[src/ulpi_pkg.sv]
package ulpi_pkg;

  // What the PHY drives into the link
  typedef struct packed {
    logic       dir;
    logic       nxt;
    logic [7:0] data;
  } ulpi_bus_t;

  typedef struct packed {
    logic [1:0] line_state;
    logic       vbus_valid;
    logic       rx_overflow;  // Sticky until reset
  } usb_status_t;

  // One byte of the RX or TX stream
  typedef struct packed {
    logic [7:0] data;
    logic       last;
  } stream_beat_t;

  typedef enum logic [2:0] {
    LS_INIT,
    LS_WRITE_ADDR,
    LS_WRITE_DATA,
    LS_STOP,
    LS_IDLE,
    LS_TX,
    LS_TX_LAST
  } link_state_e;

  typedef enum logic [1:0] {
    RX_IDLE,
    RX_TURN,
    RX_RECV,
    RX_DONE
  } rx_state_e;

  // Upper two bits of a link command byte
  typedef enum logic [1:0] {
    CMD_IDLE      = 2'b00,
    CMD_TX        = 2'b01,
    CMD_REG_WRITE = 2'b10
  } ulpi_cmd_e;

  localparam logic [5:0] REG_OTG_CTRL  = 6'h0A;
  localparam logic [5:0] REG_FUNC_CTRL = 6'h04;
  localparam logic [7:0] OTG_CTRL_INIT = 8'h00;
  localparam logic [7:0] FUNC_CTRL_FS  = 8'h45;  // FS xcvr, FS term, normal op
  localparam logic [1:0] RXCMD_ACTIVE  = 2'b01;
  localparam logic [1:0] LINE_SE0      = 2'b00;

endpackage

[src/ulpi_link.sv]
`timescale 1ns/1ps
module ulpi_link (
  input  logic                   ulpi_clk,
  input  logic                   rst_n,
  input  logic                   ulpi_dir_i,
  input  logic                   ulpi_nxt_i,
  input  logic [7:0]             ulpi_data_i,
  output logic [7:0]             ulpi_data_o,
  output logic                   ulpi_stp_o,
  output logic                   ulpi_reset_o,
  output logic                   rx_valid_o,
  output ulpi_pkg::stream_beat_t rx_beat_o,
  input  logic                   rx_ready_i,
  input  logic                   tx_valid_i,
  input  ulpi_pkg::stream_beat_t tx_beat_i,
  output logic                   tx_ready_o,
  output ulpi_pkg::usb_status_t  status_o,
  output logic                   idle_o
);
  import ulpi_pkg::*;

  ulpi_bus_t  bus;
  logic       dir_q;
  logic [7:0] tx_data;
  logic       tx_stp;
  logic       rx_stp_req;
  logic       rx_active_end;
  logic       overflow;
  logic       vbus_valid;
  logic [1:0] line_state;

  assign bus = '{dir: ulpi_dir_i, nxt: ulpi_nxt_i, data: ulpi_data_i};

  // Previous dir marks the turnaround cycle
  always_ff @(posedge ulpi_clk) begin
    if (!rst_n) begin
      dir_q <= 1'b0;
    end else begin
      dir_q <= ulpi_dir_i;
    end
  end

  assign ulpi_data_o  = (!dir_q && !ulpi_dir_i) ? tx_data : 8'h00;
  assign ulpi_stp_o   = tx_stp | rx_stp_req;
  assign ulpi_reset_o = ~rst_n;
  assign status_o     = '{line_state: line_state, vbus_valid: vbus_valid,
                          rx_overflow: overflow};

  ulpi_rx_cmd u_rx_cmd (
    .ulpi_clk        (ulpi_clk),
    .rst_n           (rst_n),
    .bus_i           (bus),
    .dir_q_i         (dir_q),
    .line_state_o    (line_state),
    .vbus_valid_o    (vbus_valid),
    .rx_active_end_o (rx_active_end)
  );

  ulpi_rx_capture u_rx_capture (
    .ulpi_clk        (ulpi_clk),
    .rst_n           (rst_n),
    .bus_i           (bus),
    .dir_q_i         (dir_q),
    .rx_active_end_i (rx_active_end),
    .rx_ready_i      (rx_ready_i),
    .rx_valid_o      (rx_valid_o),
    .rx_beat_o       (rx_beat_o),
    .overflow_o      (overflow),
    .stp_req_o       (rx_stp_req)
  );

  ulpi_tx_ctrl u_tx_ctrl (
    .ulpi_clk   (ulpi_clk),
    .rst_n      (rst_n),
    .bus_i      (bus),
    .dir_q_i    (dir_q),
    .tx_valid_i (tx_valid_i),
    .tx_beat_i  (tx_beat_i),
    .tx_ready_o (tx_ready_o),
    .data_o     (tx_data),
    .stp_o      (tx_stp),
    .idle_o     (idle_o)
  );

endmodule

[src/ulpi_rx_capture.sv]
`timescale 1ns/1ps
module ulpi_rx_capture (
  input  logic                   ulpi_clk,
  input  logic                   rst_n,
  input  ulpi_pkg::ulpi_bus_t    bus_i,
  input  logic                   dir_q_i,
  input  logic                   rx_active_end_i,
  input  logic                   rx_ready_i,
  output logic                   rx_valid_o,
  output ulpi_pkg::stream_beat_t rx_beat_o,
  output logic                   overflow_o,
  output logic                   stp_req_o
);
  import ulpi_pkg::*;

  rx_state_e  state_q;
  logic [7:0] dat_q;
  logic       load;
  logic       rx_end;
  logic       emit;
  logic       emit_last;

  assign load   = dir_q_i && bus_i.dir && bus_i.nxt;  // Packet byte from PHY
  assign rx_end = !bus_i.dir || rx_active_end_i;

  // Held byte goes out when the next one arrives or the packet ends
  assign emit      = (state_q == RX_RECV) && (load || rx_end);
  assign emit_last = emit && !load;

  always_ff @(posedge ulpi_clk) begin
    if (!rst_n) begin
      state_q    <= RX_IDLE;
      rx_valid_o <= 1'b0;
    end else begin
      rx_valid_o <= emit;
      case (state_q)
        RX_IDLE: begin
          if (!dir_q_i && bus_i.dir && bus_i.nxt) begin
            state_q <= RX_TURN;  // Turnaround with RxActive
          end else if (dir_q_i && bus_i.dir && !bus_i.nxt &&
                       bus_i.data[5:4] == RXCMD_ACTIVE) begin
            state_q <= RX_TURN;  // RxActive from an RX command
          end
        end
        RX_TURN: begin
          if (load) begin
            state_q <= RX_RECV;  // First byte is the PID
          end else if (rx_end) begin
            state_q <= RX_IDLE;
          end
        end
        RX_RECV: begin
          if (emit_last) begin
            state_q <= RX_DONE;
          end
        end
        default: state_q <= RX_IDLE;  // One dead cycle after a packet
      endcase
    end
  end

  // Delay register one byte behind the PHY
  always_ff @(posedge ulpi_clk) begin
    if (load) begin
      dat_q <= bus_i.data;
    end
    if (emit) begin
      rx_beat_o.data <= dat_q;
      rx_beat_o.last <= emit_last;
    end
  end

  // The PHY cannot be stalled, so a refused beat is dropped
  always_ff @(posedge ulpi_clk) begin
    if (!rst_n) begin
      overflow_o <= 1'b0;
      stp_req_o  <= 1'b0;
    end else begin
      if (rx_valid_o && !rx_ready_i) begin
        overflow_o <= 1'b1;
      end
      stp_req_o <= dir_q_i && bus_i.dir && !rx_ready_i;  // Ask PHY to abort
    end
  end

endmodule

[src/ulpi_rx_cmd.sv]
`timescale 1ns/1ps
module ulpi_rx_cmd (
  input  logic                ulpi_clk,
  input  logic                rst_n,
  input  ulpi_pkg::ulpi_bus_t bus_i,
  input  logic                dir_q_i,
  output logic [1:0]          line_state_o,
  output logic                vbus_valid_o,
  output logic                rx_active_end_o
);
  import ulpi_pkg::*;

  logic rx_cmd;

  // PHY owns the bus past turnaround and nxt is low
  assign rx_cmd = dir_q_i && bus_i.dir && !bus_i.nxt;

  // End of packet cue for the capture block
  assign rx_active_end_o = rx_cmd && (bus_i.data[5:4] != RXCMD_ACTIVE);

  always_ff @(posedge ulpi_clk) begin
    if (!rst_n) begin
      line_state_o <= LINE_SE0;
      vbus_valid_o <= 1'b0;
    end else if (rx_cmd) begin
      line_state_o <= bus_i.data[1:0];
      vbus_valid_o <= &bus_i.data[3:2];  // Both VbusValid bits set
    end
  end

endmodule

[src/ulpi_tx_ctrl.sv]
`timescale 1ns/1ps
module ulpi_tx_ctrl (
  input  logic                   ulpi_clk,
  input  logic                   rst_n,
  input  ulpi_pkg::ulpi_bus_t    bus_i,
  input  logic                   dir_q_i,
  input  logic                   tx_valid_i,
  input  ulpi_pkg::stream_beat_t tx_beat_i,
  output logic                   tx_ready_o,
  output logic [7:0]             data_o,
  output logic                   stp_o,
  output logic                   idle_o
);
  import ulpi_pkg::*;

  link_state_e  state_q;
  link_state_e  snext_q;     // Where LS_STOP goes next
  logic [7:0]   reg_data_q;  // Data byte of the pending register write
  stream_beat_t buf_q;
  logic         buf_valid_q;
  logic         ready_q;
  logic         drive;
  logic         take;
  logic         buf_load;

  assign drive = !dir_q_i && !bus_i.dir;

  // No handshake while the PHY turns the bus around
  assign tx_ready_o = ready_q && !bus_i.dir;
  assign take       = tx_valid_i && tx_ready_o;
  assign buf_load   = drive && (state_q == LS_TX) && !bus_i.nxt && take;
  assign idle_o     = (state_q == LS_IDLE);

  always_ff @(posedge ulpi_clk) begin
    if (!rst_n) begin
      state_q     <= LS_INIT;
      snext_q     <= LS_IDLE;
      data_o      <= '0;
      stp_o       <= 1'b0;
      ready_q     <= 1'b0;
      buf_valid_q <= 1'b0;
    end else if (!drive) begin
      // PHY owns the bus so the state is frozen
      stp_o       <= 1'b0;
      ready_q     <= 1'b0;
      buf_valid_q <= 1'b0;
    end else begin
      stp_o <= 1'b0;
      case (state_q)
        LS_INIT: begin
          state_q <= LS_WRITE_ADDR;
          snext_q <= LS_WRITE_ADDR;  // FUNC_CTRL write follows
          data_o  <= {CMD_REG_WRITE, REG_OTG_CTRL};
        end
        LS_WRITE_ADDR: begin
          if (bus_i.nxt) begin
            state_q <= LS_WRITE_DATA;
            data_o  <= reg_data_q;
          end
        end
        LS_WRITE_DATA: begin
          if (bus_i.nxt) begin
            state_q <= LS_STOP;
            data_o  <= {CMD_IDLE, 6'h00};
            stp_o   <= 1'b1;
          end
        end
        LS_STOP: begin
          state_q <= snext_q;
          ready_q <= (snext_q == LS_IDLE);
          if (snext_q == LS_WRITE_ADDR) begin
            snext_q <= LS_IDLE;
            data_o  <= {CMD_REG_WRITE, REG_FUNC_CTRL};
          end
        end
        LS_IDLE: begin
          ready_q     <= 1'b1;
          buf_valid_q <= 1'b0;
          if (take) begin
            state_q <= tx_beat_i.last ? LS_TX_LAST : LS_TX;
            data_o  <= {CMD_TX, 2'b00, tx_beat_i.data[3:0]};  // PID in TX cmd
            ready_q <= !tx_beat_i.last;
          end
        end
        LS_TX: begin
          if (bus_i.nxt) begin
            buf_valid_q <= 1'b0;
            if (buf_valid_q) begin
              state_q <= buf_q.last ? LS_TX_LAST : LS_TX;
              data_o  <= buf_q.data;
              ready_q <= !buf_q.last;
            end else if (take) begin
              state_q <= tx_beat_i.last ? LS_TX_LAST : LS_TX;
              data_o  <= tx_beat_i.data;
              ready_q <= !tx_beat_i.last;
            end else begin
              data_o  <= {CMD_IDLE, 6'h00};  // Stream underrun
              ready_q <= 1'b1;
            end
          end else begin
            // Under back-pressure the driven byte stays put
            if (take) begin
              buf_valid_q <= 1'b1;
            end
            ready_q <= !buf_valid_q && !take;
          end
        end
        LS_TX_LAST: begin
          if (bus_i.nxt) begin
            state_q <= LS_STOP;
            snext_q <= LS_IDLE;
            data_o  <= {CMD_IDLE, 6'h00};
            stp_o   <= 1'b1;
            ready_q <= 1'b0;
          end
        end
        default: state_q <= LS_INIT;
      endcase
    end
  end

  always_ff @(posedge ulpi_clk) begin
    if (drive && state_q == LS_INIT) begin
      reg_data_q <= OTG_CTRL_INIT;
    end else if (drive && state_q == LS_STOP && snext_q == LS_WRITE_ADDR) begin
      reg_data_q <= FUNC_CTRL_FS;
    end
    if (buf_load) begin
      buf_q <= tx_beat_i;  // Byte that arrived while nxt was low
    end
  end

endmodule

[config.mk]
export PLATFORM = sky130hd
export DESIGN_NAME = ulpi_link
export DESIGN_NICKNAME = d
export VERILOG_FILES = /design/src/ulpi_pkg.sv /design/src/ulpi_link.sv /design/src/ulpi_rx_capture.sv /design/src/ulpi_rx_cmd.sv /design/src/ulpi_tx_ctrl.sv
export SDC_FILE = /design/constraint.sdc
export NUM_CORES = 1
export LEC_CHECK = 0
export ABC_AREA = 0
export BUFFER_PORTS_ARGS = -buffer_cell sky130_fd_sc_hd__buf_4
export CAP_MARGIN = 20
export CORE_MARGIN = 5
export CORE_UTILIZATION = 44
export DETAILED_ROUTE_END_ITERATION = 7
export GPL_ROUTABILITY_DRIVEN = 1
export HOLD_SLACK_MARGIN = 0.06
export PLACE_DENSITY_LB_ADDON = 0.3
export SETUP_SLACK_MARGIN = 0.02
export SKIP_LAST_GASP = 1
export SLEW_MARGIN = 20
export SYNTH_ARGS = -nofsm -noshare
export SYNTH_HDL_FRONTEND = slang
export SYNTH_SLANG_ARGS = --single-unit
[constraint.sdc]
create_clock -name ulpi_clk -period 5.45 [get_ports ulpi_clk]
set_input_delay 0.545 -clock ulpi_clk [delete_from_list [all_inputs] [get_ports ulpi_clk]]
set_output_delay 0.545 -clock ulpi_clk [all_outputs]
set_load 0.02 [all_outputs]
* Word-level counts from Yosys, hierarchy flattened
Cells that the tools add are included.
** Storage, ports and cells
- Register bits :: 53
- Bits in read-only memories :: 0
- Bits in writable memories :: 0
- Logic and storage cells :: 126
- Memories :: 0
- Input port bits :: 23
- Bits in latches :: 0
** Operators by class
- Bitwise logic cells :: 2
- Mux-type cells :: 35
- Divide/modulo/power cells :: 0
- Add/subtract/negate cells :: 0
- Shifts and indexed selects :: 0
- Magnitude comparators :: 0
- Equality and inequality tests :: 22
- Reductions and logical operators :: 48
- Multiply operators :: 0
** Operators by type and width (count)
- $mux 8 :: 8
- $pmux 8 s6 :: 1
- $logic_and 1x1->1 :: 21
- $mux 3 :: 7
- $pmux 3 s6 :: 1
- $mux 2 :: 7
- $eq 3x3->1 const B :: 4
- $ne 2x1->1 const B :: 5
- $logic_not 1->1 :: 9
- $pmux 3 s3 :: 1
- $reduce_and 2->1 :: 4
- $reduce_and 4->1 :: 2
- $mux 1 :: 7
- $reduce_and 7->1 :: 1
- $eq 3x1->1 const B :: 2
- $eq 3x2->1 const B :: 2
- $ne 2x2->1 const B :: 3
- $ne 3x1->1 const B :: 2
- $pmux 2 s3 :: 1
- $reduce_and 3->1 :: 2
- $reduce_bool 6->1 :: 1
- $eq 2x1->1 const B :: 2
- $pmux 1 s4 :: 1
- $reduce_bool 4->1 :: 1
- 11 further kinds :: 12

* Longest topological paths before layout
Gate-level depths: netlist of the first run.
- Depth in word-level cells :: 9
- Gate-level depth with buffers :: 8
- Gate-level depth less buffers :: 5

* Hierarchy
From an unflattened synthesis of the first run, not the netlist that was laid out.
** Second synthesis, totals
- Cell total of the unflattened synthesis :: 243
- Area total of the unflattened synthesis :: 2556.2 sq um
** Modules (own cells, without submodules)
- ulpi_tx_ctrl :: cells each 164, instances 1, sequential area each 610.6 sq um, area an instance 1480.2 sq um
- ulpi_rx_capture :: cells each 47, instances 1, sequential area each 610.6 sq um, area an instance 758.2 sq um
- ulpi_link :: cells each 16, instances 1, sequential area each 20.0 sq um, area an instance 175.2 sq um
- ulpi_rx_cmd :: cells each 16, instances 1, sequential area each 60.1 sq um, area an instance 142.6 sq um

* Least setup slack after synthesis of the first run
No wires, ideal clock.
- Path kind :: input to register
- From :: input port ulpi_dir_i
- To :: register u_tx_ctrl.buf_q[0] (netlist bit), enable pin
- Stages :: 3
- Arrival time :: 1877 ps
- Required time :: 5051 ps
- Setup slack :: 3174 ps
- Library setup time :: 399 ps
- Path buffers :: 1
- Path through :: buf_2 > nand3b_1 > nor4_1
** On the way
- Longest elaborated chain between the ends :: 5
- Elaborated cells between the ends (all ways) :: 7
** RTL lines
- start, declared :: line ulpi_link.sv:5 : input logic ulpi_dir_i,
- $logic_not 1->1 * :: line ulpi_tx_ctrl.sv:26, ulpi_tx_ctrl.sv:29
- $logic_and 1x1->1 :: line ulpi_tx_ctrl.sv:26 : assign drive = !dir_q_i && !bus_i.dir;
- $logic_and 1x1->1 (2 in series) :: line ulpi_tx_ctrl.sv:31 : assign buf_load = drive && (state_q == LS_TX) && !bus_i.nxt && take;
- $logic_and 1x1->1 * :: line ulpi_tx_ctrl.sv:31
- named net u_tx_ctrl.buf_load :: line ulpi_tx_ctrl.sv:24 : logic buf_load;
- end signal, assigned :: line ulpi_tx_ctrl.sv:129 : buf_q <= tx_beat_i;
- end, declared :: line ulpi_tx_ctrl.sv:19 : stream_beat_t buf_q;
Mark *: on every way through the listed nets, which the timed path passes. The rest lies on a longest branch.
A chain may end at the register's enable or synchronous reset.

* Worst setup path in the final report of the first run
- From :: register u_tx_ctrl.state_q[2]
- To :: output port idle_o
** On the way
- Longest elaborated chain between the ends :: 1
** RTL lines
- start, declared :: line ulpi_tx_ctrl.sv:16 : link_state_e state_q;
- start signal, assigned :: line ulpi_tx_ctrl.sv:69 : state_q <= snext_q;
- start signal, assigned :: line ulpi_tx_ctrl.sv:80 : state_q <= tx_beat_i.last ? LS_TX_LAST : LS_TX;
- start signal, assigned :: line ulpi_tx_ctrl.sv:89 : state_q <= buf_q.last ? LS_TX_LAST : LS_TX;
- $eq 3x3->1 :: line ulpi_tx_ctrl.sv:32 : assign idle_o = (state_q == LS_IDLE);
- end, declared :: line ulpi_link.sv:18 : output logic idle_o
Every way passes these cells.

==> flow_summary.toml, run 1 <==
[clocking]
post_cts_buffers = 0
cts_buffer_depth = 2
post_cts_resized = 0
clock_sinks = 52
clk_pin_slew_ns = 0.10
cts.htree.levels = 2
clk_latency_ns = 0.31
cts_tree = "yes"
postCtsHoldBufs = 0
cts_inserted_buffers = 5
cts_root_buffer = "clkbuf_8"

[setup_path]
reg2reg_from = "u_tx_ctrl.state_q[0]$_SDFFE_PN0P_"
endpoint_kind = "output pin"
critical_path.startpoint = "u_tx_ctrl.state_q[2]$_SDFFE_PN0P_"
path_class = "reg -> out"
start_kind = "flop"
crit_required_ns = 4.91
arrival_ns = 1.82
crit_fanout = 26

[pwr]
clkPwrFrac_pct = 30.9
p_leak_nw = 1.03
p_sw_mw = 0.178
p_int_mw = 0.540
combPwrFrac_pct = 9.1
switching_share_pct = 24.7
cellPowerDensity_nw_per_um2 = 260
peakVddDrop_v = 0.000138
seqPwrFrac_pct = 60.0

[floorplan]
initial_core_util_pct = 45.2
die_h_um = 82.5
dieArea_um2 = 6800
core_um2 = 5110
io_pins = 49
fp.dieW_um = 82.5
num_rows = 26

[logic_synthesis]
syn_avg_cell_area_um2 = 10.4
async_flop_share_pct = 0
synth_edf_count = 26
ys_types = 51
synthSimpleGateAreaFrac_pct = 19.1
synthXorXnorAreaFrac_pct = 0.758
synth_top_area_cell = "edfxtp_1"
synthAdderAreaFrac_pct = 0
netlist.area_leader.share_pct = 33.8
synthCells = 222
yosys-top-cells-area = "edfxtp_1 (34%), dfxtp_1 (23%), nand2_1 (3.4%)"
syn_nets = 245
synthTopCellsByCount = "dfxtp_1 (26), edfxtp_1 (26), nand2_1 (21)"
synth_top_family_by_area = "simple AND/OR/NAND/NOR gates"
muxShareOfSynthArea_pct = 0.867
yosysSeqAreaShare_pct = 56.3
yosysWarnings = 0
ys_ff_latch = 52
synth-compound-area-share_pct = 17.8
syn_area_um2 = 2310
ys.flop_type = "edfxtp_1"

[placement]
place_area_um2 = 2670
portBuffers = 48
dp_hpwl_mm = 3.57
placedCellCount = 323
gp_congestion = 0.814

[timing]
fin_crit_sh_pct = 43.3
relSlewSlack_pct = 33.4
fmax_ghz = 0.424
period_needed_ns = 2.36
tightest_slew_ns = 0.999
tns_ns = 0
slew_violations = 0
finalHoldViolCount = 0
final-setup-viol-count = 0
rsz0062_at_grt = "no"
finClkSkew_ns = 0.00720

[detailed_routing]
drc = 0
ant_nets = 0
wl_per_cell_um = 15.1
dr.first_iter.drc_count = 128
viasPerCell = 5.39
firstDrtPassIters = 4
wl_mm = 4.98
vias = 1785

[finish]
syn2layout_area_growth_pct = 19.6
diodes = 0
drive_above_1_share_pct = 23.0
final_area_um2 = 2760
layout.nets = 283
instances_no_fill = 331

[hold_path]
min_from = "rx_ready_i"
hp-class = "in -> reg"

[grt]
grt_first_pass_wirelength_mm = 7.98
antenna_found_initial = 0
grt_max_degree = 27
grt.overflow.total = 0
track_usage_pct = 15.6
grt_pass1_vias = 1706

[status]
status = "finished clean"

[run]
cap_violations = 0
==> power by group through the flow <==
stage / Clock [mW] / Combinational, mW / Sequential [mW]
after CTS: 0.226 / 0.0655 / 0.430
after global routing: 0.243 / 0.0732 / 0.433
after floorplan: 0 / 0.0489 / 0.431
final: 0.222 / 0.0655 / 0.430
after global placement: 0 / 0.0646 / 0.439
after detailed placement: 0 / 0.0653 / 0.439
==> stage by stage <==
step / total power [mW] / util, % / setup WS [ns] / hold slack (ns)
6_report: 0.718 / 54.1 / 3.09 / 0.400
5_1_grt: 0.749 / 54.1 / 2.97 / 0.397
4_1_cts: 0.722 / 54.1 / 3.10 / 0.397
3_5_place_dp: 0.504 / 52.3 / 3.22 / 0.406
3_3_place_gp: 0.504 / 52.3 / 3.30 / 0.401
2_1_floorplan: 0.480 / - / 3.17 / 0.400
==> kinds of logic after synthesis <==
logic type | count (synthesis)
buffers and inverters | 25
DFF | 52
xor gates and xnor gates | 2
AOI/OAI and AO/OA | 61
muxes | 2
and+or+nand+nor | 80
==> final timing paths <==
check | to | slack, ns | cells after the start
setup / recovery | idle_o | 3.09 | 3
hold / removal | u_rx_capture.stp_req_o$_SDFF_PN0_ | 0.40 | 2
setup reg to reg | u_tx_ctrl.data_o[3]$_SDFFE_PN0P_ | 3.33 | 4
hold reg to reg | u_rx_capture.rx_beat_o[1]$_DFFE_PP_ | 0.43 | 0
==> routing by layer <==
metal | global-route usage (%) | vias to the layer above | share of wire, %
li1 | - | 890 | -
met1 | 20.3 | 825 | 44
met2 | 24.8 | 60 | 48
met3 | 3.69 | 10 | 6.0
met4 | 6.48 | 0 | 2.1
met5 | 0 | - | 0
==> registers in the layout, indices dropped and copies added (netlist names), 2 cells and up <==
signal / flops
u_rx_capture.dat_q: 8
u_tx_ctrl.snext_q: 2
u_tx_ctrl.state_q: 3
u_rx_cmd.line_state_o: 2
u_tx_ctrl.buf_q: 9
u_rx_capture.state_q: 2
u_tx_ctrl.data_o: 8
u_rx_capture.rx_beat_o: 9
==> layout make-up <==
class,count,area [µm²]
clock buffers,5,68.8
clock inverters,3,21.3
fillers,464,2350
inverters,7,26.3
multi-input cells,145,888
flip-flops and latches,52,1300
well taps,70,87.6
repair buffers,49,368
==> critical path, stage by stage, from the launching register on <==
cell and delay [ns]:
dfxtp_1 0.84, or3b_1 0.43, inv_1 0.09, buf_4 0.14
==> layout by cell type (no fill, tap or decap), drive strengths merged, types with 2 or more instances in the layout <==
cell and n:
edfxtp 26, o21ai 17, nand3b 6, o31ai 2
nand3 4, a31oi 2, a22oi 2, a21oi 14
a211oi 2, o21a 2, mux2i 2, o221a 3
nor3b 3, clkbuf 5, a32oi 3, nand2 21
nor2 9, nor4 2, buf 49, nand4 2
nor2b 6, dfxtp 26, o32ai 2, nor3 6
nand2b 3, or2 2, inv 8, and2 10
Power figures use the tool's default switching activity.
==> inputs of run 2 (changes only) <==
ABC_AREA = 1   (was 0)
clock period = 1.95 ns   (was 5.45 ns; I/O delays follow)
==> flow_summary.toml, run 2 <==
[floorplan]
core_um2 = 5440
num_rows = 27
io_pins = 49
initial_core_util_pct = 44.9
die_h_um = 84.5
dieArea_um2 = 7140
fp.dieW_um = 84.5

[timing]
tightest_slew_ns = 0.379
fin_crit_sh_pct = 86.3
fin_hold_ws_ns = 0.0767
tns_ns = 0
finClkSkew_ns = 0.00536
relSlewSlack_pct = 74.7
period_needed_ns = 1.68
rsz0062_at_grt = "no"
final-setup-viol-count = 0
slew_violations = 0
finalHoldViolCount = 0
fmax_ghz = 0.594

[logic_synthesis]
synth_edf_count = 26
synth_top_area_cell = "edfxtp_1"
syn_area_um2 = 2440
yosysWarnings = 0
yosysSeqAreaShare_pct = 53.3
syn_nets = 315
syn_avg_cell_area_um2 = 8.37
ys_types = 33
ys_ff_latch = 52
synthCells = 292
ys.flop_type = "edfxtp_1"
yosysMostFrequentCell = "nand2_1"
async_flop_share_pct = 0
netlist.area_leader.share_pct = 32.0
synthTopCellsByCount = "nand2_1 (71), nor2_1 (44), inv_1 (33)"
yosys-top-cells-area = "edfxtp_1 (32%), dfxtp_1 (21%), nand2_1 (11%)"

[finish]
syn2layout_area_growth_pct = 25.7
layout.nets = 375
multi_input_area_um2 = 952
drive_above_1_share_pct = 23.8
reg_top3 = "u_rx_capture.rx_beat_o: 9 flops, u_tx_ctrl.buf_q: 9 flops"
mostFrequentLayoutCells = "nand2_1 (71), buf_4 (53), nor2_1 (44), inv_1 (33)"
diodes = 0
seqCellArea_um2 = 1300
mostFrequentLayoutCell = "nand2_1"
fill_cells = 507
instances_no_fill = 425

[grt]
grt_max_degree = 17
grt_pass1_vias = 2021
antenna_found_initial = 0
grt_first_pass_wirelength_mm = 9.22
grt.overflow.total = 0
use_met2_pct = 27.1
grt_most_used_layer = "met2"
grt_util_met3_pct = 3.63
grt_use_met1_pct = 20.2
track_usage_pct = 15.9

[detailed_routing]
vias = 2056
dr.first_iter.drc_count = 131
drc = 0
wl_per_cell_um = 13.0
ant_nets = 0
wl_mm = 5.50
viasPerCell = 4.84
firstDrtPassIters = 5

[clocking]
cts_inserted_buffers = 5
clk_latency_ns = 0.30
cts_tree = "yes"
post_cts_buffers = 0
cts_buffer_depth = 2
clock_sinks = 52
cts.htree.levels = 2
clk_pin_slew_ns = 0.09
cts_root_buffer = "clkbuf_8"

[pwr]
cellPowerDensity_nw_per_um2 = 700
peakVddDrop_v = 0.000376
finalPower_mw = 2.15
p_leak_nw = 1.34

[hold_path]
min_path_cells = 1
min_from = "ulpi_data_i[5]"
hold_end = "u_rx_capture.dat_q[5]$_DFFE_PN_"
hp-class = "in -> reg"

[setup_path]
path_class = "reg -> out"
r2r_setup_slack_ns = 0.47
start_kind = "flop"
r2r_end = "u_tx_ctrl.ready_q$_SDFFE_PN0P_"
reg2reg_from = "u_tx_ctrl.state_q[1]$_SDFFE_PN0P_"
arrival_ns = 1.49
crit_fanout = 9
crit_required_ns = 1.75
endpoint_kind = "output pin"
reg2reg_depth = 8

[placement]
gp_congestion = 0.879
portBuffers = 48
placedCellCount = 409
dp_hpwl_mm = 4.22

[run]
cap_violations = 0

[status]
status = "finished clean"
## run 2: cell type report
type	count	share of cell area, %
Multi-Input combinational cell	195	31.0
Inverter	37	4.52
Sequential cell	52	42.4
Clock inverter	3	1.38
Clock buffer	5	2.24
Timing Repair Buffer	61	15.6
Tap cell	72	2.93
## run 2: power by group
part           internal (mW)  leakage, nW  switching (mW)  total [mW]
registers               1.17        0.449          0.0194        1.19
logic                 0.0971        0.839           0.135       0.232
clock network          0.380       0.0541           0.352       0.732
total                   1.64         1.34           0.507        2.15
## run 2: cells by family (layout without fill, tap and decap cells)
| group | after synthesis | in the layout | synth area share [%] |
|---|---|---|---|
| AO/OA/AOI/OAI | 37 | 37 | 8.76 |
| buffers and inverters | 45 | 106 | 7.78 |
| flip-flops | 52 | 52 | 53.3 |
| AND/OR/NAND/NOR | 158 | 158 | 30.2 |
## run 2: worst max path at each step
stage,startpoint,end
final,dir_q$_SDFF_PN0_,ulpi_data_o[4]
after floorplan,u_tx_ctrl.state_q[1]$_SDFFE_PN0P_,u_tx_ctrl.buf_q[0]$_DFFE_PP_
after global placement,ulpi_dir_i,u_tx_ctrl.buf_q[2]$_DFFE_PP_
after global routing,dir_q$_SDFF_PN0_,ulpi_data_o[4]
after CTS,dir_q$_SDFF_PN0_,ulpi_data_o[5]
after detailed placement,u_tx_ctrl.buf_valid_q$_SDFFE_PN0P_,u_tx_ctrl.data_o[1]$_SDFFE_PN0P_
## run 2: repair_timing
item / in CTS / in global routing
hold buffers: 0 / 8
gates resized for setup: 0 / 0
hold endpoints to repair: 0 / 8
## run 2: worst max-delay path: stages (launching register included)
cell	delay, ns
dfxtp_1	0.39
nor2_4	0.19
clkinv_1	0.27
nor2_1	0.17
buf_4	0.16
## run 2: per-layer routing
| metal | vias to the layer above | wire length (µm) |
|---|---|---|
| li1 | 1060 | - |
| met4 | 0 | 54 |
| met2 | 55 | 2680 |
| met1 | 936 | 2480 |
| met3 | 5 | 290 |
| met5 | - | 0 |
## run 2: metrics by stage
stage / utilization (%) / setup WS, ns / instance area, µm²
2_1_floorplan: - / 0.0688 / 2440
3_3_place_gp: 53.0 / 0.534 / 2880
3_5_place_dp: 53.0 / 0.491 / 2880
4_1_cts: 55.0 / 0.251 / 2990
5_1_grt: 56.5 / 0.119 / 3070
6_report: 56.5 / 0.266 / 3070
